### config.mk
export PLATFORM = sky130hd
export DESIGN_NAME = miss_unit
export DESIGN_NICKNAME = d
export VERILOG_FILES = /design/src/miss_queue_pkg.sv /design/src/miss_fifo.sv /design/src/miss_replay_ctrl.sv /design/src/miss_unit.sv /design/src/refill_requester.sv
export VERILOG_INCLUDE_DIRS = /design/src /design/src/src
export SDC_FILE = /design/constraint.sdc
export NUM_CORES = 1
export LEC_CHECK = 0
export BUFFER_PORTS_ARGS = -buffer_cell sky130_fd_sc_hd__buf_4
export CORE_ASPECT_RATIO = 0.75
export CORE_MARGIN = 2
export CORE_UTILIZATION = 57
export DETAILED_ROUTE_END_ITERATION = 16
export HOLD_SLACK_MARGIN = 0.05
export PLACE_DENSITY = 0.79
export SYNTH_ARGS = -nofsm -noshare
export SYNTH_HDL_FRONTEND = slang
export SYNTH_SLANG_ARGS = --single-unit
### constraint.sdc
create_clock -name clk_i -period 4.6 [get_ports clk_i]
set_input_delay 0.46 -clock clk_i [delete_from_list [all_inputs] [get_ports clk_i]]
set_output_delay 0.46 -clock clk_i [all_outputs]
set_load 0.02 [all_outputs]
### src/miss_queue_macros.svh
/*
 * Sizes shared by the miss unit RTL and its testbench.
 * Include this in any file that declares a miss entry, a cache line
 * or a response word.
 */
`ifndef MISS_QUEUE_MACROS_SVH
`define MISS_QUEUE_MACROS_SVH

// miss FIFO depth
`define MQ_ELS 8

// block address and word offset inside a line
`define MQ_BLOCK_W 16
`define MQ_OFFSET_W 2

`define MQ_ID_W 4
`define MQ_WORD_W 32

// four words per line
`define MQ_LINE_W (`MQ_WORD_W * (1 << `MQ_OFFSET_W))

// packed miss entry {block, offset, id}
`define MQ_ENTRY_W (`MQ_BLOCK_W + `MQ_OFFSET_W + `MQ_ID_W)

`endif

### src/miss_queue_pkg.sv
/*
 * Types for the miss unit.
 * The FIFO operation selects what happens to the entry at the read
 * pointer when the replay controller takes it. The replay state is
 * the controller's FSM encoding.
 */
package miss_queue_pkg;

  // operation on the entry at the read pointer
  typedef enum logic [1:0] {
    e_miss_fifo_dequeue,
    e_miss_fifo_skip,
    e_miss_fifo_invalidate
  } miss_fifo_op_e;

  // replay controller states
  typedef enum logic [2:0] {
    e_replay_idle,
    // refill of the head block in flight
    e_replay_refill,
    // one entry per cycle against the refilled block
    e_replay_scan,
    e_replay_rollback,
    // pass invalidated holes at the head
    e_replay_drain
  } replay_state_e;

endpackage

### src/miss_fifo.sv
/*
 * Miss FIFO with read, write and checkpoint pointers.
 * Misses are written in order. The reader dequeues, skips or invalidates
 * the entry at the read pointer, and a rollback returns the read pointer
 * to the checkpoint, which marks the oldest live entry. In dequeue mode
 * holes at the head are passed and the checkpoint follows the reader.
 */
`include "miss_queue_macros.svh"

module miss_fifo (
  input  logic                          clk_i,
  input  logic                          reset_i,

  input  logic [`MQ_ENTRY_W-1:0]        data_i,
  input  logic                          v_i,
  output logic                          ready_o,

  output logic                          v_o,
  output logic [`MQ_ENTRY_W-1:0]        data_o,
  input  logic                          yumi_i,
  input  miss_queue_pkg::miss_fifo_op_e yumi_op_i,
  input  logic                          scan_not_dq_i,

  input  logic                          rollback_i,
  output logic                          empty_o,
  output logic                          at_tail_o
);

  import miss_queue_pkg::*;

  localparam int els_lp   = `MQ_ELS;
  localparam int ptr_w_lp = (els_lp > 1) ? $clog2(els_lp) : 1;

  logic [`MQ_ENTRY_W-1:0] mem_r [els_lp];
  logic [els_lp-1:0]      valid_r;
  logic [ptr_w_lp-1:0]    read_ptr_r;
  logic [ptr_w_lp-1:0]    write_ptr_r;
  logic [ptr_w_lp-1:0]    cp_ptr_r;
  // read pointer has moved past the checkpoint in this scan
  logic                   ahead_r;

  logic full;
  logic empty;
  logic enque;
  logic inval;
  logic read_inc;
  logic cp_inc;

  function automatic logic [ptr_w_lp-1:0] next_ptr(input logic [ptr_w_lp-1:0] ptr);
    if (ptr == ptr_w_lp'(els_lp - 1)) begin
      return '0;
    end
    return ptr + 1'b1;
  endfunction

  // checkpoint and write pointer equal, valid bit tells full from empty
  assign full  = (cp_ptr_r == write_ptr_r) & valid_r[write_ptr_r];
  assign empty = (cp_ptr_r == write_ptr_r) & ~valid_r[write_ptr_r];

  assign ready_o   = ~full;
  assign empty_o   = empty;
  assign at_tail_o = (read_ptr_r == write_ptr_r);
  assign enque     = v_i & ~full;

  // a reader that went all the way round a full ring sees nothing new
  assign v_o    = valid_r[read_ptr_r] & ~(ahead_r & at_tail_o);
  assign data_o = mem_r[read_ptr_r];

  always_comb begin
    inval    = 1'b0;
    read_inc = 1'b0;
    cp_inc   = 1'b0;
    if (!rollback_i) begin
      if (v_o) begin
        if (yumi_i) begin
          read_inc = 1'b1;
          case (yumi_op_i)
            e_miss_fifo_dequeue: begin
              inval  = 1'b1;
              cp_inc = 1'b1;
            end
            e_miss_fifo_invalidate: begin
              inval = 1'b1;
            end
            default: begin
              inval = 1'b0;
            end
          endcase
        end
      end else if (!at_tail_o) begin
        // pass a hole
        read_inc = 1'b1;
        cp_inc   = ~scan_not_dq_i | (read_ptr_r == cp_ptr_r);
      end
    end
  end

  always_ff @(posedge clk_i) begin
    if (!reset_i) begin
      read_ptr_r  <= '0;
      write_ptr_r <= '0;
      cp_ptr_r    <= '0;
      valid_r     <= '0;
      ahead_r     <= 1'b0;
    end else begin
      if (rollback_i) begin
        read_ptr_r <= cp_ptr_r;
      end else if (read_inc) begin
        read_ptr_r <= next_ptr(read_ptr_r);
      end

      if (cp_inc) begin
        cp_ptr_r <= next_ptr(cp_ptr_r);
      end

      if (enque) begin
        write_ptr_r <= next_ptr(write_ptr_r);
      end

      if (rollback_i) begin
        ahead_r <= 1'b0;
      end else if (read_inc && !cp_inc) begin
        ahead_r <= 1'b1;
      end

      // enque and inval never hit the same slot, full blocks the write
      if (enque) begin
        valid_r[write_ptr_r] <= 1'b1;
      end
      if (inval) begin
        valid_r[read_ptr_r] <= 1'b0;
      end
    end
  end

  always_ff @(posedge clk_i) begin
    if (enque) begin
      mem_r[write_ptr_r] <= data_i;
    end
  end

  // reader contract with the replay controller
  yumi_rollback_excl_a: assert property (
    @(posedge clk_i) disable iff (!reset_i) !(yumi_i && rollback_i)
  ) else $error("yumi_i and rollback_i high together");

  yumi_needs_v_a: assert property (
    @(posedge clk_i) disable iff (!reset_i) yumi_i |-> v_o
  ) else $error("yumi_i raised while v_o is low");

endmodule

### src/miss_replay_ctrl.sv
/*
 * Replay FSM for the miss FIFO.
 * Refills the block of the oldest miss, then scans the FIFO once. A hit
 * at the head is dequeued, a hit behind a skipped entry is invalidated,
 * anything else is skipped. Every hit loads the response register.
 * At the tail the read pointer is rolled back and holes are drained.
 */
`include "miss_queue_macros.svh"

module miss_replay_ctrl (
  input  logic                          clk_i,
  input  logic                          reset_i,

  input  logic                          fifo_v_i,
  input  logic [`MQ_ENTRY_W-1:0]        fifo_data_i,
  input  logic                          fifo_empty_i,
  input  logic                          fifo_at_tail_i,
  output logic                          yumi_o,
  output miss_queue_pkg::miss_fifo_op_e yumi_op_o,
  output logic                          scan_not_dq_o,
  output logic                          rollback_o,

  output logic                          refill_start_o,
  output logic [`MQ_BLOCK_W-1:0]        refill_block_o,
  input  logic                          refill_busy_i,
  input  logic [`MQ_LINE_W-1:0]         line_i,

  output logic                          resp_v_o,
  input  logic                          resp_ready_i,
  output logic [`MQ_ID_W-1:0]           resp_id_o,
  output logic [`MQ_WORD_W-1:0]         resp_data_o
);

  import miss_queue_pkg::*;

  replay_state_e state_r;
  replay_state_e state_n;

  logic [`MQ_BLOCK_W-1:0]  block_r;
  // an entry was skipped in this scan
  logic                    skipped_r;
  logic                    resp_v_r;
  logic [`MQ_ID_W-1:0]     resp_id_r;
  logic [`MQ_WORD_W-1:0]   resp_data_r;

  logic [`MQ_BLOCK_W-1:0]  entry_block;
  logic [`MQ_OFFSET_W-1:0] entry_offset;
  logic [`MQ_ID_W-1:0]     entry_id;
  logic                    match;
  logic                    resp_stall;
  logic                    resp_load;

  assign entry_block  = fifo_data_i[`MQ_ENTRY_W-1 -: `MQ_BLOCK_W];
  assign entry_offset = fifo_data_i[`MQ_ID_W +: `MQ_OFFSET_W];
  assign entry_id     = fifo_data_i[`MQ_ID_W-1:0];

  assign match      = (entry_block == block_r);
  assign resp_stall = resp_v_r & ~resp_ready_i;

  assign refill_block_o = entry_block;
  assign resp_v_o       = resp_v_r;
  assign resp_id_o      = resp_id_r;
  assign resp_data_o    = resp_data_r;

  always_comb begin
    state_n        = state_r;
    yumi_o         = 1'b0;
    yumi_op_o      = e_miss_fifo_skip;
    scan_not_dq_o  = 1'b0;
    rollback_o     = 1'b0;
    refill_start_o = 1'b0;
    resp_load      = 1'b0;
    case (state_r)
      e_replay_idle: begin
        if (fifo_v_i) begin
          refill_start_o = 1'b1;
          state_n        = e_replay_refill;
        end
      end
      e_replay_refill: begin
        if (!refill_busy_i) begin
          state_n = e_replay_scan;
        end
      end
      e_replay_scan: begin
        scan_not_dq_o = 1'b1;
        if (fifo_v_i) begin
          // hold the entry while the last response is back-pressured
          if (!resp_stall) begin
            yumi_o = 1'b1;
            if (match) begin
              yumi_op_o = skipped_r ? e_miss_fifo_invalidate : e_miss_fifo_dequeue;
              resp_load = 1'b1;
            end
          end
        end else if (fifo_at_tail_i) begin
          state_n = e_replay_rollback;
        end
      end
      e_replay_rollback: begin
        rollback_o = 1'b1;
        state_n    = e_replay_drain;
      end
      e_replay_drain: begin
        if (fifo_v_i || fifo_empty_i) begin
          state_n = e_replay_idle;
        end
      end
      default: begin
        state_n = e_replay_idle;
      end
    endcase
  end

  always_ff @(posedge clk_i) begin
    if (!reset_i) begin
      state_r   <= e_replay_idle;
      skipped_r <= 1'b0;
      resp_v_r  <= 1'b0;
    end else begin
      state_r <= state_n;

      if (state_r == e_replay_refill) begin
        skipped_r <= 1'b0;
      end else if (yumi_o && !match) begin
        skipped_r <= 1'b1;
      end

      if (resp_load) begin
        resp_v_r <= 1'b1;
      end else if (resp_ready_i) begin
        resp_v_r <= 1'b0;
      end
    end
  end

  always_ff @(posedge clk_i) begin
    if (refill_start_o) begin
      block_r <= entry_block;
    end
    if (resp_load) begin
      resp_id_r   <= entry_id;
      resp_data_r <= line_i[entry_offset * `MQ_WORD_W +: `MQ_WORD_W];
    end
  end

  no_yumi_on_pending_resp_a: assert property (
    @(posedge clk_i) disable iff (!reset_i) yumi_o |-> !resp_v_o || resp_ready_i
  ) else $error("yumi issued while a response is pending");

endmodule

### src/miss_unit.sv
/*
 * Miss tracking unit of the non-blocking data cache.
 * Load misses go into the miss FIFO. The replay controller refills one
 * line at a time over the four-phase memory port and returns one
 * response per miss with its id and requested word.
 */
`include "miss_queue_macros.svh"

module miss_unit (
  input  logic                    clk_i,
  input  logic                    reset_i,

  input  logic                    miss_v_i,
  output logic                    miss_ready_o,
  input  logic [`MQ_BLOCK_W-1:0]  miss_block_i,
  input  logic [`MQ_OFFSET_W-1:0] miss_offset_i,
  input  logic [`MQ_ID_W-1:0]     miss_id_i,

  output logic                    mem_req_o,
  output logic [`MQ_BLOCK_W-1:0]  mem_block_o,
  input  logic                    mem_ack_i,
  input  logic [`MQ_LINE_W-1:0]   mem_line_i,

  output logic                    resp_v_o,
  input  logic                    resp_ready_i,
  output logic [`MQ_ID_W-1:0]     resp_id_o,
  output logic [`MQ_WORD_W-1:0]   resp_data_o
);

  import miss_queue_pkg::*;

  logic                   fifo_v;
  logic [`MQ_ENTRY_W-1:0] fifo_data;
  logic                   fifo_empty;
  logic                   fifo_at_tail;
  logic                   yumi;
  miss_fifo_op_e          yumi_op;
  logic                   scan_not_dq;
  logic                   rollback;
  logic                   refill_start;
  logic [`MQ_BLOCK_W-1:0] refill_block;
  logic                   refill_busy;
  logic [`MQ_LINE_W-1:0]  refill_line;

  miss_fifo fifo_inst (
    .clk_i        (clk_i),
    .reset_i      (reset_i),
    .data_i       ({miss_block_i, miss_offset_i, miss_id_i}),
    .v_i          (miss_v_i),
    .ready_o      (miss_ready_o),
    .v_o          (fifo_v),
    .data_o       (fifo_data),
    .yumi_i       (yumi),
    .yumi_op_i    (yumi_op),
    .scan_not_dq_i(scan_not_dq),
    .rollback_i   (rollback),
    .empty_o      (fifo_empty),
    .at_tail_o    (fifo_at_tail)
  );

  refill_requester requester_inst (
    .clk_i      (clk_i),
    .reset_i    (reset_i),
    .start_i    (refill_start),
    .block_i    (refill_block),
    .busy_o     (refill_busy),
    .line_o     (refill_line),
    .mem_req_o  (mem_req_o),
    .mem_block_o(mem_block_o),
    .mem_ack_i  (mem_ack_i),
    .mem_line_i (mem_line_i)
  );

  miss_replay_ctrl ctrl_inst (
    .clk_i         (clk_i),
    .reset_i       (reset_i),
    .fifo_v_i      (fifo_v),
    .fifo_data_i   (fifo_data),
    .fifo_empty_i  (fifo_empty),
    .fifo_at_tail_i(fifo_at_tail),
    .yumi_o        (yumi),
    .yumi_op_o     (yumi_op),
    .scan_not_dq_o (scan_not_dq),
    .rollback_o    (rollback),
    .refill_start_o(refill_start),
    .refill_block_o(refill_block),
    .refill_busy_i (refill_busy),
    .line_i        (refill_line),
    .resp_v_o      (resp_v_o),
    .resp_ready_i  (resp_ready_i),
    .resp_id_o     (resp_id_o),
    .resp_data_o   (resp_data_o)
  );

endmodule

### src/refill_requester.sv
/*
 * Four-phase req/ack master for line refills.
 * A pulse on start_i latches the block and raises the request. The line
 * is captured on the first cycle ack is seen high, the request then
 * drops, and busy stays high until ack falls. The line is held until
 * the next start.
 */
`include "miss_queue_macros.svh"

module refill_requester (
  input  logic                   clk_i,
  input  logic                   reset_i,

  input  logic                   start_i,
  input  logic [`MQ_BLOCK_W-1:0] block_i,
  output logic                   busy_o,
  output logic [`MQ_LINE_W-1:0]  line_o,

  output logic                   mem_req_o,
  output logic [`MQ_BLOCK_W-1:0] mem_block_o,
  input  logic                   mem_ack_i,
  input  logic [`MQ_LINE_W-1:0]  mem_line_i
);

  logic                   req_r;
  // line captured and waiting for ack to fall
  logic                   ack_wait_r;
  logic [`MQ_BLOCK_W-1:0] block_r;
  logic [`MQ_LINE_W-1:0]  line_r;

  assign busy_o      = req_r | ack_wait_r;
  assign mem_req_o   = req_r;
  assign mem_block_o = block_r;
  assign line_o      = line_r;

  always_ff @(posedge clk_i) begin
    if (!reset_i) begin
      req_r      <= 1'b0;
      ack_wait_r <= 1'b0;
    end else if (start_i && !busy_o) begin
      req_r <= 1'b1;
    end else if (req_r && mem_ack_i) begin
      req_r      <= 1'b0;
      ack_wait_r <= 1'b1;
    end else if (ack_wait_r && !mem_ack_i) begin
      ack_wait_r <= 1'b0;
    end
  end

  always_ff @(posedge clk_i) begin
    if (start_i && !busy_o) begin
      block_r <= block_i;
    end
    if (req_r && mem_ack_i) begin
      line_r <= mem_line_i;
    end
  end

  req_holds_a: assert property (
    @(posedge clk_i) disable iff (!reset_i) mem_req_o && !mem_ack_i |=> mem_req_o
  ) else $error("mem_req_o dropped before mem_ack_i");

endmodule

==> impl_results.md, run 1 <==
* Crit. End Element: flop
* Drt first pass iters at 5
* First DRT Iteration DRCs at ~660
* FMAX at between 0.2 and 0.3 GHz
* Final setup vio count at 0
* Grt ovf at 0
* Met1 wire length at roughly 14000 um
* Largest family of logic cells by synthesized area: multiplexers
* Leakage power at 0.00655 uW
* Total die area at 28200 um2
* Share of power burned in registers at ~46%
* Worst-Margin Slew at ~1.2 ns
* Routed wire length on met2 at approximately 15000 um
* Final Cell Area at roughly 19000 um2
* Total internal power at 7390 uW
* WP data required at around 4.9 ns
* Worst vdd ir at 0.449 mV
* Synthesized instance count at a little under 900
* Syn-to-layout area delta at 22.1%
* Filler cell count in the final layout at between 1500 and 2000
* Vias in the first global route at ~8500
* Hold Crit Depth at 1
* Synth top area share at around 73%
* PwrDens at approximately 550 nW/um2
* Final WS setup at around 0.97 ns
* Final hold viol count at 0
* Period Utilization, post-route at between 70% and 80%
* Post-synthesis compound-gate area fraction at 5.74%
* Post-route setup TNS at 0 ns
* Met3 wirelength from detailed routing at approximately 2200 um
* Simple-gate share of the synthesized area at 6.19%
* Largest cells by area after synthesis: edfxtp_1 73%, dfxtp_1 3.7%, mux4_2 3.1%
* Via-to-Cell Ratio at 5.78
* Synth unique cells at between 50 and 60
* Layout cell share with drive strength beyond 1 at 31.3%
* Slew Limit Fails at 0
* Logic pwr share at 21.3%
* Post-synthesis sequential area ratio at between 70% and 80%
* Crit path kind: flop to flop
* Initial antenna violation count at 2
* CTS tree: done
* Clk_lat worst skew at roughly 0.54 ns
* Routability cong. at 0.802
* Drt drc at 0
* Root Driver: clkbuf_16
* RSZ-0062 raised after global routing: false
* Synth area leader: edfxtp_1
* Worst Setup EP: ctrl_inst.resp_data_o[7]$_DFFE_PP_
* Status: finished, final reports clean
* Sw Ratio at around 28%
* H-Tree Level Count at 2
* # IOs at between 200 and 250
* Synth Area in XOR/XNOR at 1.48%
* Die W at 193 um
* Placed Cells at around 1400
* Dominant synthesized flop cell: edfxtp_1
* Post-DRT Antenna Nets at 0
* Post-Synth Adder-Cell Area at less than 1%
* Warnings, synthesis at 0
* Largest net degree at the start of global routing at 129
* Switching power at about 2800 uW
* Crit start category: flop
* Synthesis-stage register bit count at 400
* Crit path DAT at between 3 and 4 ns
* Routed len/inst at 21.4 um
* Skew final at between 0.015 and 0.02 ns
* Worst r2r path cells at 6
* Setup bufs post-CTS at 0
* Non-Filler Instances at about 1500
* Slew headroom at between 20% and 30%
* Worst slack, placed at 0.968 ns
* Post-DP HPWL at 19500 um
* Mux cell area share after synthesis at 7.88%
* Count of standard-cell rows at 51
* MaxCap Viol Count at 0
* Mapped cell area at roughly 15000 um2
* Clock power share at around a third
* Max Root-Sink Buffers at 3
* Cts repair resizes at 0
* CTS Buf Count at 39
* Hold Crit Class: input pin to flop
* Reg clk slew, reported paths at 0.07 ns
* DP Area at approximately 17000 um2
* Port buffer count at about 210
* Detailed Route WL at approximately 32000 um
* Ant. Diodes at 0
* Post-synth EDFFs at between 300 and 400
* Avg Cell Area, Syn at 17.5 um2
* Via Count at about 8500
* R2R Setup Slk at between 0.9 and 1 ns
* Final #Nets at approximately 1300
* Top Metal Used: met5
* Core area at approximately 26000 um2
* Hold buffer count at cts at 0
* Global-route wire length before repair at 48300 um
* Global-route usage over all layers at a little under a quarter
* Reg2reg end: ctrl_inst.resp_data_o[7]$_DFFE_PP_
* Clock sink total at 400
* Chip height at between 100 and 150 um
* Initial Util at a little under 60%
* Tmin final at between 3 and 4 ns
* Syn_nets at about 1000
* CP max FO at 64
* Fraction of registers with async set/reset at 0%
## cell usage in the layout, fill, tap and decap left out, drive strengths merged, types with 12 or more instances in the layout
| cell | synthesis | routed |
|---|---|---|
| mux2i | 23 | 23 |
| a211oi | 45 | 45 |
| edfxtp | 372 | 372 |
| nor2 | 14 | 14 |
| xor2 | 25 | 25 |
| mux4 | 29 | 29 |
| and2 | 35 | 35 |
| dfxtp | 28 | 28 |
| nand2 | 91 | 91 |
| buf | 15 | 230 |
| clkinv | 0 | 12 |
| mux2 | 25 | 25 |
| clkbuf | 27 | 43 |
| a31oi | 41 | 41 |
## synthesized netlist by cell type, types with 2 or more instances
cell and count:
ha_1 6, nand2_1 91, nor3_1 11, xor2_1 24
mux2_2 24, mux4_2 21, a221oi_1 4, a211oi_1 45
nor2b_1 10, o22ai_1 9, mux2i_2 2, nand3_1 2
nor4_1 5, o21ai_0 7, buf_2 7, mux2i_1 21
buf_4 4, inv_1 8, and3_1 2, a21oi_1 9
nand3b_1 2, or3_1 3, clkbuf_1 27, o21a_1 3
and2_1 34, edfxtp_1 372, nor2_1 13, mux4_1 8
nand2b_1 7, a311oi_1 5, dfxtp_1 28, a31oi_1 41
buf_6 2
## metal layers
metal / track usage [%] / vias up
met5: 0 / -
met3: 4.68 / 50
li1: - / 3894
met4: 7.01 / 2
met1: 33.3 / 4276
met2: 34.5 / 309
## registers in the layout, summed over array words and instances (netlist names), 3 cells and up, named ones only
name / cells
fifo_inst.valid_r: 8
ctrl_inst.resp_id_o: 4
fifo_inst.cp_ptr_r: 3
fifo_inst.read_ptr_r: 3
ctrl_inst.resp_data_o: 32
requester_inst.mem_block_o: 16
fifo_inst.mem_r: 176
fifo_inst.write_ptr_r: 3
ctrl_inst.block_r: 16
requester_inst.line_o: 128
ctrl_inst.state_r: 3
## logic make-up after synthesis
kind of cell,count (synthesis)
DFF,400
and+or+nand+nor,189
AOI/OAI and AO/OA,128
muxes,77
buffers and inverters,50
xor gates and xnor gates,25
adders and majority gates,6
## how the worst min path moves through the flow
stage,startpoint,end,slack (ns)
after floorplan,ctrl_inst.state_r[2]$_SDFFE_PN0P_,ctrl_inst.state_r[1]$_SDFFE_PN0P_,0.44
after global placement,ctrl_inst.skipped_r$_SDFFE_PP0P_,ctrl_inst.skipped_r$_SDFFE_PP0P_,0.48
after detailed placement,fifo_inst.ahead_r$_SDFFE_PP0P_,fifo_inst.ahead_r$_SDFFE_PP0P_,0.49
after CTS,mem_line_i[118],requester_inst.line_o[118]$_DFFE_PP_,0.08
after global routing,mem_line_i[61],requester_inst.line_o[61]$_DFFE_PP_,0.08
final,mem_line_i[118],requester_inst.line_o[118]$_DFFE_PP_,0.1
## stage by stage
step | total power [uW] | hold slack (ns) | utilization (%)
finish | 10200 | 0.0996 | 71.4
CTS | 10300 | 0.0761 | 71.4
floorplan | 6290 | 0.441 | -
global route | 10700 | 0.0790 | 71.4
global placement | 6910 | 0.479 | 66.3
detailed placement | 6970 | 0.492 | 66.3
## area by class of cell
| cell class | count | area [um2] | share of cell area, % |
|---|---|---|---|
| clock buffers | 43 | 1010 | 5.42 |
| clock inverters | 27 | 334 | 1.79 |
| inverters | 8 | 30.0 | 0.161 |
| multi-input cells | 425 | 3400 | 18.2 |
| flip-flops and latches | 400 | 11700 | 62.8 |
| well taps | 344 | 430 | 2.30 |
| repair buffers | 230 | 1750 | 9.37 |
## worst max-delay path: stages (launching register included)
cell and delay (ns):
dfxtp_4 0.81, buf_4 0.44, mux4_2 0.60, mux2_2 0.69, and2_1 0.36, a211oi_1 0.30, a31oi_1 0.07
## power by group through the flow
stage	registers, uW	clock network (uW)	logic [uW]
floorplan	4770	0	1530
global placement	4790	0	2110
detailed placement	4800	0	2170
CTS	4730	3370	2190
global route	4770	3500	2390
finish	4730	3300	2170
Note: power is estimated with default switching activity, not from simulation.
==> run 2: changes to the inputs <==
--- a/config.mk
+++ b/config.mk
@@ -9,10 +9,10 @@
 export BUFFER_PORTS_ARGS = -buffer_cell sky130_fd_sc_hd__buf_4
 export CORE_ASPECT_RATIO = 0.75
 export CORE_MARGIN = 2
-export CORE_UTILIZATION = 57
+export CORE_UTILIZATION = 52
 export DETAILED_ROUTE_END_ITERATION = 16
 export HOLD_SLACK_MARGIN = 0.05
-export PLACE_DENSITY = 0.79
+export PLACE_DENSITY = 0.76
 export SYNTH_ARGS = -nofsm -noshare
 export SYNTH_HDL_FRONTEND = slang
 export SYNTH_SLANG_ARGS = --single-unit
==> constraint.sdc (replaced) <==
create_clock -name clk_i -period 3.1 [get_ports clk_i]
set_input_delay 0.31 -clock clk_i [delete_from_list [all_inputs] [get_ports clk_i]]
set_output_delay 0.31 -clock clk_i [all_outputs]
set_load 0.02 [all_outputs]
==> run 2 against run 1 <==
  * Register-to-register slack worse by 0.86 ns
  * Via count is 11% higher
  * Combinational power is 83% higher
  * Flip-flop and latch count stayed put
  * Fmax is 22% higher
  * Global-route usage is 1.6 points higher
  * Sequential power is 47% higher
  * Total power is 52% higher
  * Non-clock buffer count is 188 higher
  * Critical path depth is 5 higher
  * Wire length is 20% higher
  * Critical path type unchanged
  * Highest routed layer is now met4
==> impl_results.md, run 2 (synthesis results as in run 1) <==
* Status: finished, final reports clean
* PwrDens at roughly 750 nW/um2
* Via-to-Cell Ratio at 5.50
* Crit path DAT at approximately 3.2 ns
* Skew final at between 0.02 and 0.025 ns
* Crit path kind: flop to flop
* Total die area at slightly above 30000 um2
* Post-route setup TNS at 0 ns
* Global-route wire length before repair at roughly 57000 um
* FMAX at between 0.3 and 0.4 GHz
* # IOs at 210
* Sw Ratio at between 20 and 30%
* Hold Crit Class: input pin to flop
* Grt ovf at 0
* Initial antenna violation count at 3
* Post-DP HPWL at approximately 21000 um
* Slew Limit Fails at 0
* Post-DRT Antenna Nets at 0
* Routed len/inst at roughly 22 um
* Reg clk slew, reported paths at 0.06 ns
* Detailed Route WL at about 38000 um
* Initial Util at 52.8%
* CP max stage delay at approximately 0.5 ns
* Filler cell count in the final layout at between 1500 and 2000
* Largest net degree at the start of global routing at 65
* Worst path slowest cell: mux4_2
* Root Driver: clkbuf_16
* Routability cong. at 0.842
* Global-route usage over all layers at roughly 24%
* Crit start category: flop
* Top delay family on crit path: simple AND/OR/NAND/NOR gates
* Syn-to-layout area delta at 35.0%
* Biggest register: fifo_inst.mem_r
* CP Cell Sequence: buf_4, clkbuf_16, mux4_2, nand2_1, nand2_1, xor2_1, nor4_4, nand4_1, nor2_4, buf_12, clkbuf_16
* Max Root-Sink Buffers at 3
* Multi-input logic area at around 3500 um2
* Worst-Margin Slew at approximately 0.74 ns
* Most frequent cells in the layout: 372 x edfxtp_1, 250 x buf_4, 151 x dlygate4sd3_1
* MaxCap Viol Count at 0
* Via Count at 9452
* Clock sink total at 400
* First DRT Iteration DRCs at approximately 780
* Tmin final at 2.98 ns
* Switching power at 4510 uW
* Logic pwr share at around a quarter
* Drt drc at 0
* Commonest non-fill, non-tap cell in the layout: edfxtp_1
* Leakage power at 0.00738 uW
* Clock power share at between 20% and 30%
* Worst vdd ir at between 0.4 and 0.5 mV
* Clk_lat worst skew at roughly 0.55 ns
* Period Utilization, post-route at a little over nine tenths
* WP buf/inv at 4
* CTS tree: done
* Slew headroom at approximately half
* Seq. cell area at between 10000 and 15000 um2
* Chip height at between 150 and 200 um
* Drt first pass iters at 5
* Port buffer count at approximately 210
* Count of standard-cell rows at 54
* Crit. End Element: flop
* Final setup vio count at 0
* Die W at 202 um
* Final hold viol count at 0
* Core area at around 29000 um2
* WP data required at between 3 and 4 ns
* Final #Nets at roughly 1500
* Vias in the first global route at approximately 10000
* CP max FO at 11
* Share of power burned in registers at between 40 and 50%
* CTS Buf Count at 39
* Total internal power at between 10000 and 15000 uW
* Hold_ws at 0.100 ns
* Max reg flops at between 150 and 200
* H-Tree Level Count at 2
* Layout cell share with drive strength beyond 1 at 29.9%
==> run 2: changes by cell type in the layout (fill, tap and decap cells not counted), sizes merged <==
cell / before / now
bufinv: 7 / 2
diode: 0 / 3
inv: 10 / 12
clkbuf: 43 / 51
clkinvlp: 6 / 2
dlygate4sd3: 0 / 151
clkinv: 12 / 15
buf: 230 / 264
==> run 2: metal layers <==
metal / part of all wire (%) / wire length, um / global-route usage [%]
met1: 41 / 15400 / 32.2
met2: 49 / 18700 / 39.8
met3: 6.9 / 2620 / 5.62
met4: 3.0 / 1150 / 8.33
met5: 0 / 0 / 0
==> run 2: power groups by stage <==
stage	registers, uW	logic [uW]	clock network, uW
after global placement	7050	3520	0
after detailed placement	7050	3610	0
after floorplan	7060	2280	0
after global routing	7010	4300	4800
after CTS	6950	3790	4550
final	6960	3980	4530
==> run 2: final cells by class <==
type / count / area share, %
inverter: 8 / 0.145
timing repair buffer: 418 / 18.0
antenna: 3 / 0.0363
clock inverter: 23 / 0.896
multi-input combinational: 425 / 16.8
clock buffer: 48 / 4.94
tap: 392 / 2.37
sequential: 400 / 56.8
==> run 2: timing repair <==
item                       in CTS  in global routing
hold endpoints to repair      305                  0
resized for setup               0                  9
buffers inserted                0                  7
hold buffers                  151                  0
setup endpoints to repair       0                 44
==> run 2: worst paths after layout <==
| path | from | endpoint | slack [ns] | cells past startpoint |
|---|---|---|---|---|
| max | flop | ctrl_inst.resp_data_o[22]$_DFFE_PP_ | 0.12 | 11 |
| min | reset_i | ctrl_inst.resp_v_o$_SDFFE_PN0P_ | 0.10 | 2 |
| max reg2reg | flop | ctrl_inst.resp_data_o[22]$_DFFE_PP_ | 0.12 | 11 |
| min reg2reg | fifo_inst.ahead_r$_SDFFE_PP0P_ | fifo_inst.ahead_r$_SDFFE_PP0P_ | 0.51 | 1 |
==> run 2: worst register-to-register path: stages (launching register included) <==
cell       delay, ns
dfxtp_4         0.42
buf_4           0.16
clkbuf_16       0.17
mux4_2          0.50
nand2_1         0.08
nand2_1         0.15
xor2_1          0.21
nor4_4          0.24
nand4_1         0.21
nor2_4          0.23
buf_12          0.15
clkbuf_16       0.17
==> run 2: per-stage QoR <==
stage	instance area, um2	total power (uW)	util [%]	cells	setup slack, ns
3_3_place_gp	17700	10600	61.2	1481	0.134
6_report	20700	15500	71.3	1717	0.115
5_1_grt	20700	16100	71.3	1716	-0.0358
4_1_cts	20400	15300	70.5	1703	0.0143
2_1_floorplan	15300	9340	-	875	-0.666
3_5_place_dp	17700	10700	61.2	1481	0.0359
==> run 3: changes to the inputs <==
--- a/config.mk
+++ b/config.mk
@@ -6,6 +6,7 @@
 export SDC_FILE = /design/constraint.sdc
 export NUM_CORES = 1
 export LEC_CHECK = 0
+export ABC_AREA = 1
 export BUFFER_PORTS_ARGS = -buffer_cell sky130_fd_sc_hd__buf_4
 export CORE_ASPECT_RATIO = 0.75
 export CORE_MARGIN = 2
==> run 3 against run 2 <==
  * Combinational power increased by 22%
  * Non-clock buffer count decreased by 31
  * Critical endpoint is now ctrl_inst.resp_data_o[2]$_DFFE_PP_
  * Sequential share of layout area decreased by 0.16 points
  * Critical path type unchanged
  * Clock-buffer cell count increased by 2
  * Register-to-register slack improved by 0.21 ns
  * Largest cell class unchanged
  * Flip-flop and latch count unchanged
  * Wire length increased by 7.1%
  * Cell count increased by 22%
  * Core utilization decreased by 2.2 points
  * Global-route usage increased by 1.2 points
  * Total power increased by 6.5%
==> impl_results.md, run 3 <==
* Syn-to-layout area delta at 31.5%
* Post-DRT Antenna Nets at 0
* Synth area leader: edfxtp_1
* Mapped cell area at between 15000 and 20000 um2
* Synthesis-stage register bit count at 400
* Initial Util at between 50% and 60%
* Routability cong. at ~0.84
* Final hold viol count at 0
* Grt ovf at 0
* Die W at between 200 and 250 um
* Worst-Margin Slew at 0.698 ns
* Root Driver: clkbuf_16
* Leakage power at between 0.007 and 0.008 uW
* Final setup vio count at 0
* Count of standard-cell rows at 55
* Synthesized instance count at roughly 1300
* Max Root-Sink Buffers at 3
* Routed len/inst at between 15 and 20 um
* Most frequent cell after synthesis: edfxtp_1
* Clk_lat worst skew at about 0.54 ns
* Warnings, synthesis at 0
* CTS Buf Count at 39
* Tmin final at roughly 2.8 ns
* CP max FO at 41
* Post-synthesis sequential area ratio at about three quarters
* Detailed Route WL at between 40000 and 50000 um
* Post-DP HPWL at around 23000 um
* MaxCap Viol Count at 0
* Hold path startpoint: reset_i
* Tot Pwr at between 15000 and 20000 uW
* H-Tree Level Count at 2
* Post-route setup TNS at 0 ns
* FMAX at approximately 0.36 GHz
* Synth top area share at between 70% and 80%
* Port buffer count at 209
* Hold Crit Class: input pin to flop
* Vias in the first global route at 11200
* Clock sink total at 400
* Crit path DAT at about 3.0 ns
* Crit path kind: flop to flop
* Initial antenna violation count at 5
* WP data required at ~3.3 ns
* Most frequent cells in the layout: 372 x edfxtp_1, 221 x buf_4, 220 x nand2_1
* Syn_nets at approximately 1500
* Worst vdd ir at slightly above 0.8 mV
* Fin util at between 60 and 70%
* CTS tree: done
* Largest net degree at the start of global routing at about 130
* Reg clk slew, reported paths at 0.06 ns
* Drt drc at 0
* Final #Nets at ~1800
* Dominant synthesized flop cell: edfxtp_1
* Avg Cell Area, Syn at between 10 and 15 um2
* Core area at 30000 um2
* Period Utilization, post-route at roughly 89%
* Status: finished, final reports clean
* Drt first pass iters at 5
* Via Count at around 11000
* Setup bufs post-CTS at 0
* Biggest register: fifo_inst.mem_r
* Skew final at 0.0219 ns
* Crit start category: flop
* Via-to-Cell Ratio at 5.40
* Commonest non-fill, non-tap cell in the layout: edfxtp_1
* Largest cells by area after synthesis: edfxtp_1 71%, nand2_1 5.3%, nor2_1 4.5%
* Post-synth EDFFs at 372
* Synth cell count leaders: 372 x edfxtp_1, 221 x nand2_1, 190 x nor2_1
* Total die area at between 30000 and 40000 um2
* Slew Limit Fails at 0
* Synth unique cells at 33
* Layout cell share with drive strength beyond 1 at between 10% and 20%
* Global-route usage over all layers at roughly a quarter
* Global-route wire length before repair at 61200 um
* Chip height at roughly 150 um
* RSZ-0062 raised after global routing: false
* Fraction of registers with async set/reset at 0%
* PwrDens at 795 nW/um2
* Slew headroom at 53.5%
* First DRT Iteration DRCs at 1196
* Crit. End Element: flop
* Hold_ws at 0.109 ns
* Filler cell count in the final layout at 2034
* Max reg flops at roughly 180
* # IOs at 210
[run 3: worst max-delay path, cell delays in order (launching register included)]
cell and delay [ns]:
dfxtp_2 0.33, inv_2 0.27, buf_12 0.26, nand2_1 0.08, nand2_1 0.07, nand2_1 0.05, nand3_1 0.08, nand2_1 0.08
nand2_1 0.07, nand2_1 0.05, nor2_1 0.14, nand2_1 0.12, nor2_4 0.25, nand3_2 0.20, inv_2 0.13, buf_12 0.23
[run 3: final cells by class]
type / instances / area, um2 / area share (%)
antenna: 4 / 10.0 / 0.0483
clock buffer: 50 / 1060 / 5.12
clock inverter: 18 / 180 / 0.870
inverter: 111 / 420 / 2.03
multi-input combinational: 721 / 3350 / 16.2
sequential: 400 / 11700 / 56.6
tap: 399 / 499 / 2.41
timing repair buffer: 387 / 3460 / 16.7
[run 3: final timing paths]
path         slack (ns)  cells past startpoint                            endpoint
min                0.11                      2     ctrl_inst.resp_v_o$_SDFFE_PN0P_
max                0.33                     15  ctrl_inst.resp_data_o[2]$_DFFE_PP_
min reg2reg        0.45                      2      fifo_inst.ahead_r$_SDFFE_PP0P_
max reg2reg        0.33                     15  ctrl_inst.resp_data_o[2]$_DFFE_PP_
[run 3: metal layers]
layer	share of wire (%)	GRT usage, %	vias to the layer above	routed length [um]
met1	40	34.0	5442	16300
met4	4.0	11.3	2	1610
li1	-	-	5233	-
met2	49	41.4	494	19800
met3	7.0	4.40	120	2860
met5	0.032	0	-	13
[run 3: repair_timing]
action,in CTS,in global routing
gates resized for setup,0,2
setup endpoints to repair,0,30
hold endpoints to repair,306,0
hold buffers,151,0
[run 3: kinds of logic (layout without fill, tap and decap cells)]
| group | count (synthesis) | after routing | share of synthesized area (%) |
|---|---|---|---|
| and+or+nand+nor | 522 | 522 | 13.7 |
| DFF | 400 | 400 | 74.5 |
| other | 0 | 4 | 0 |
| adders and majority gates | 6 | 6 | 0.476 |
| AOI/OAI and AO/OA | 184 | 184 | 6.42 |
| xor gates and xnor gates | 9 | 9 | 0.500 |
| buffers and inverters | 169 | 566 | 4.49 |
[run 3: report_power, final]
part	switching, uW	leakage (uW)	internal, uW
Sequential	224	0.00360	6660
Clock	1980	0.000600	2740
Combinational	3230	0.00374	1640
[run 3: stage by stage]
stage | cell area (um2) | setup WS, ns | instances
floorplan | 15800 | 0.273 | 1290
global placement | 17900 | 0.410 | 1867
detailed placement | 17900 | 0.318 | 1867
CTS | 20700 | 0.250 | 2086
global route | 20700 | 0.113 | 2090
finish | 20700 | 0.327 | 2090
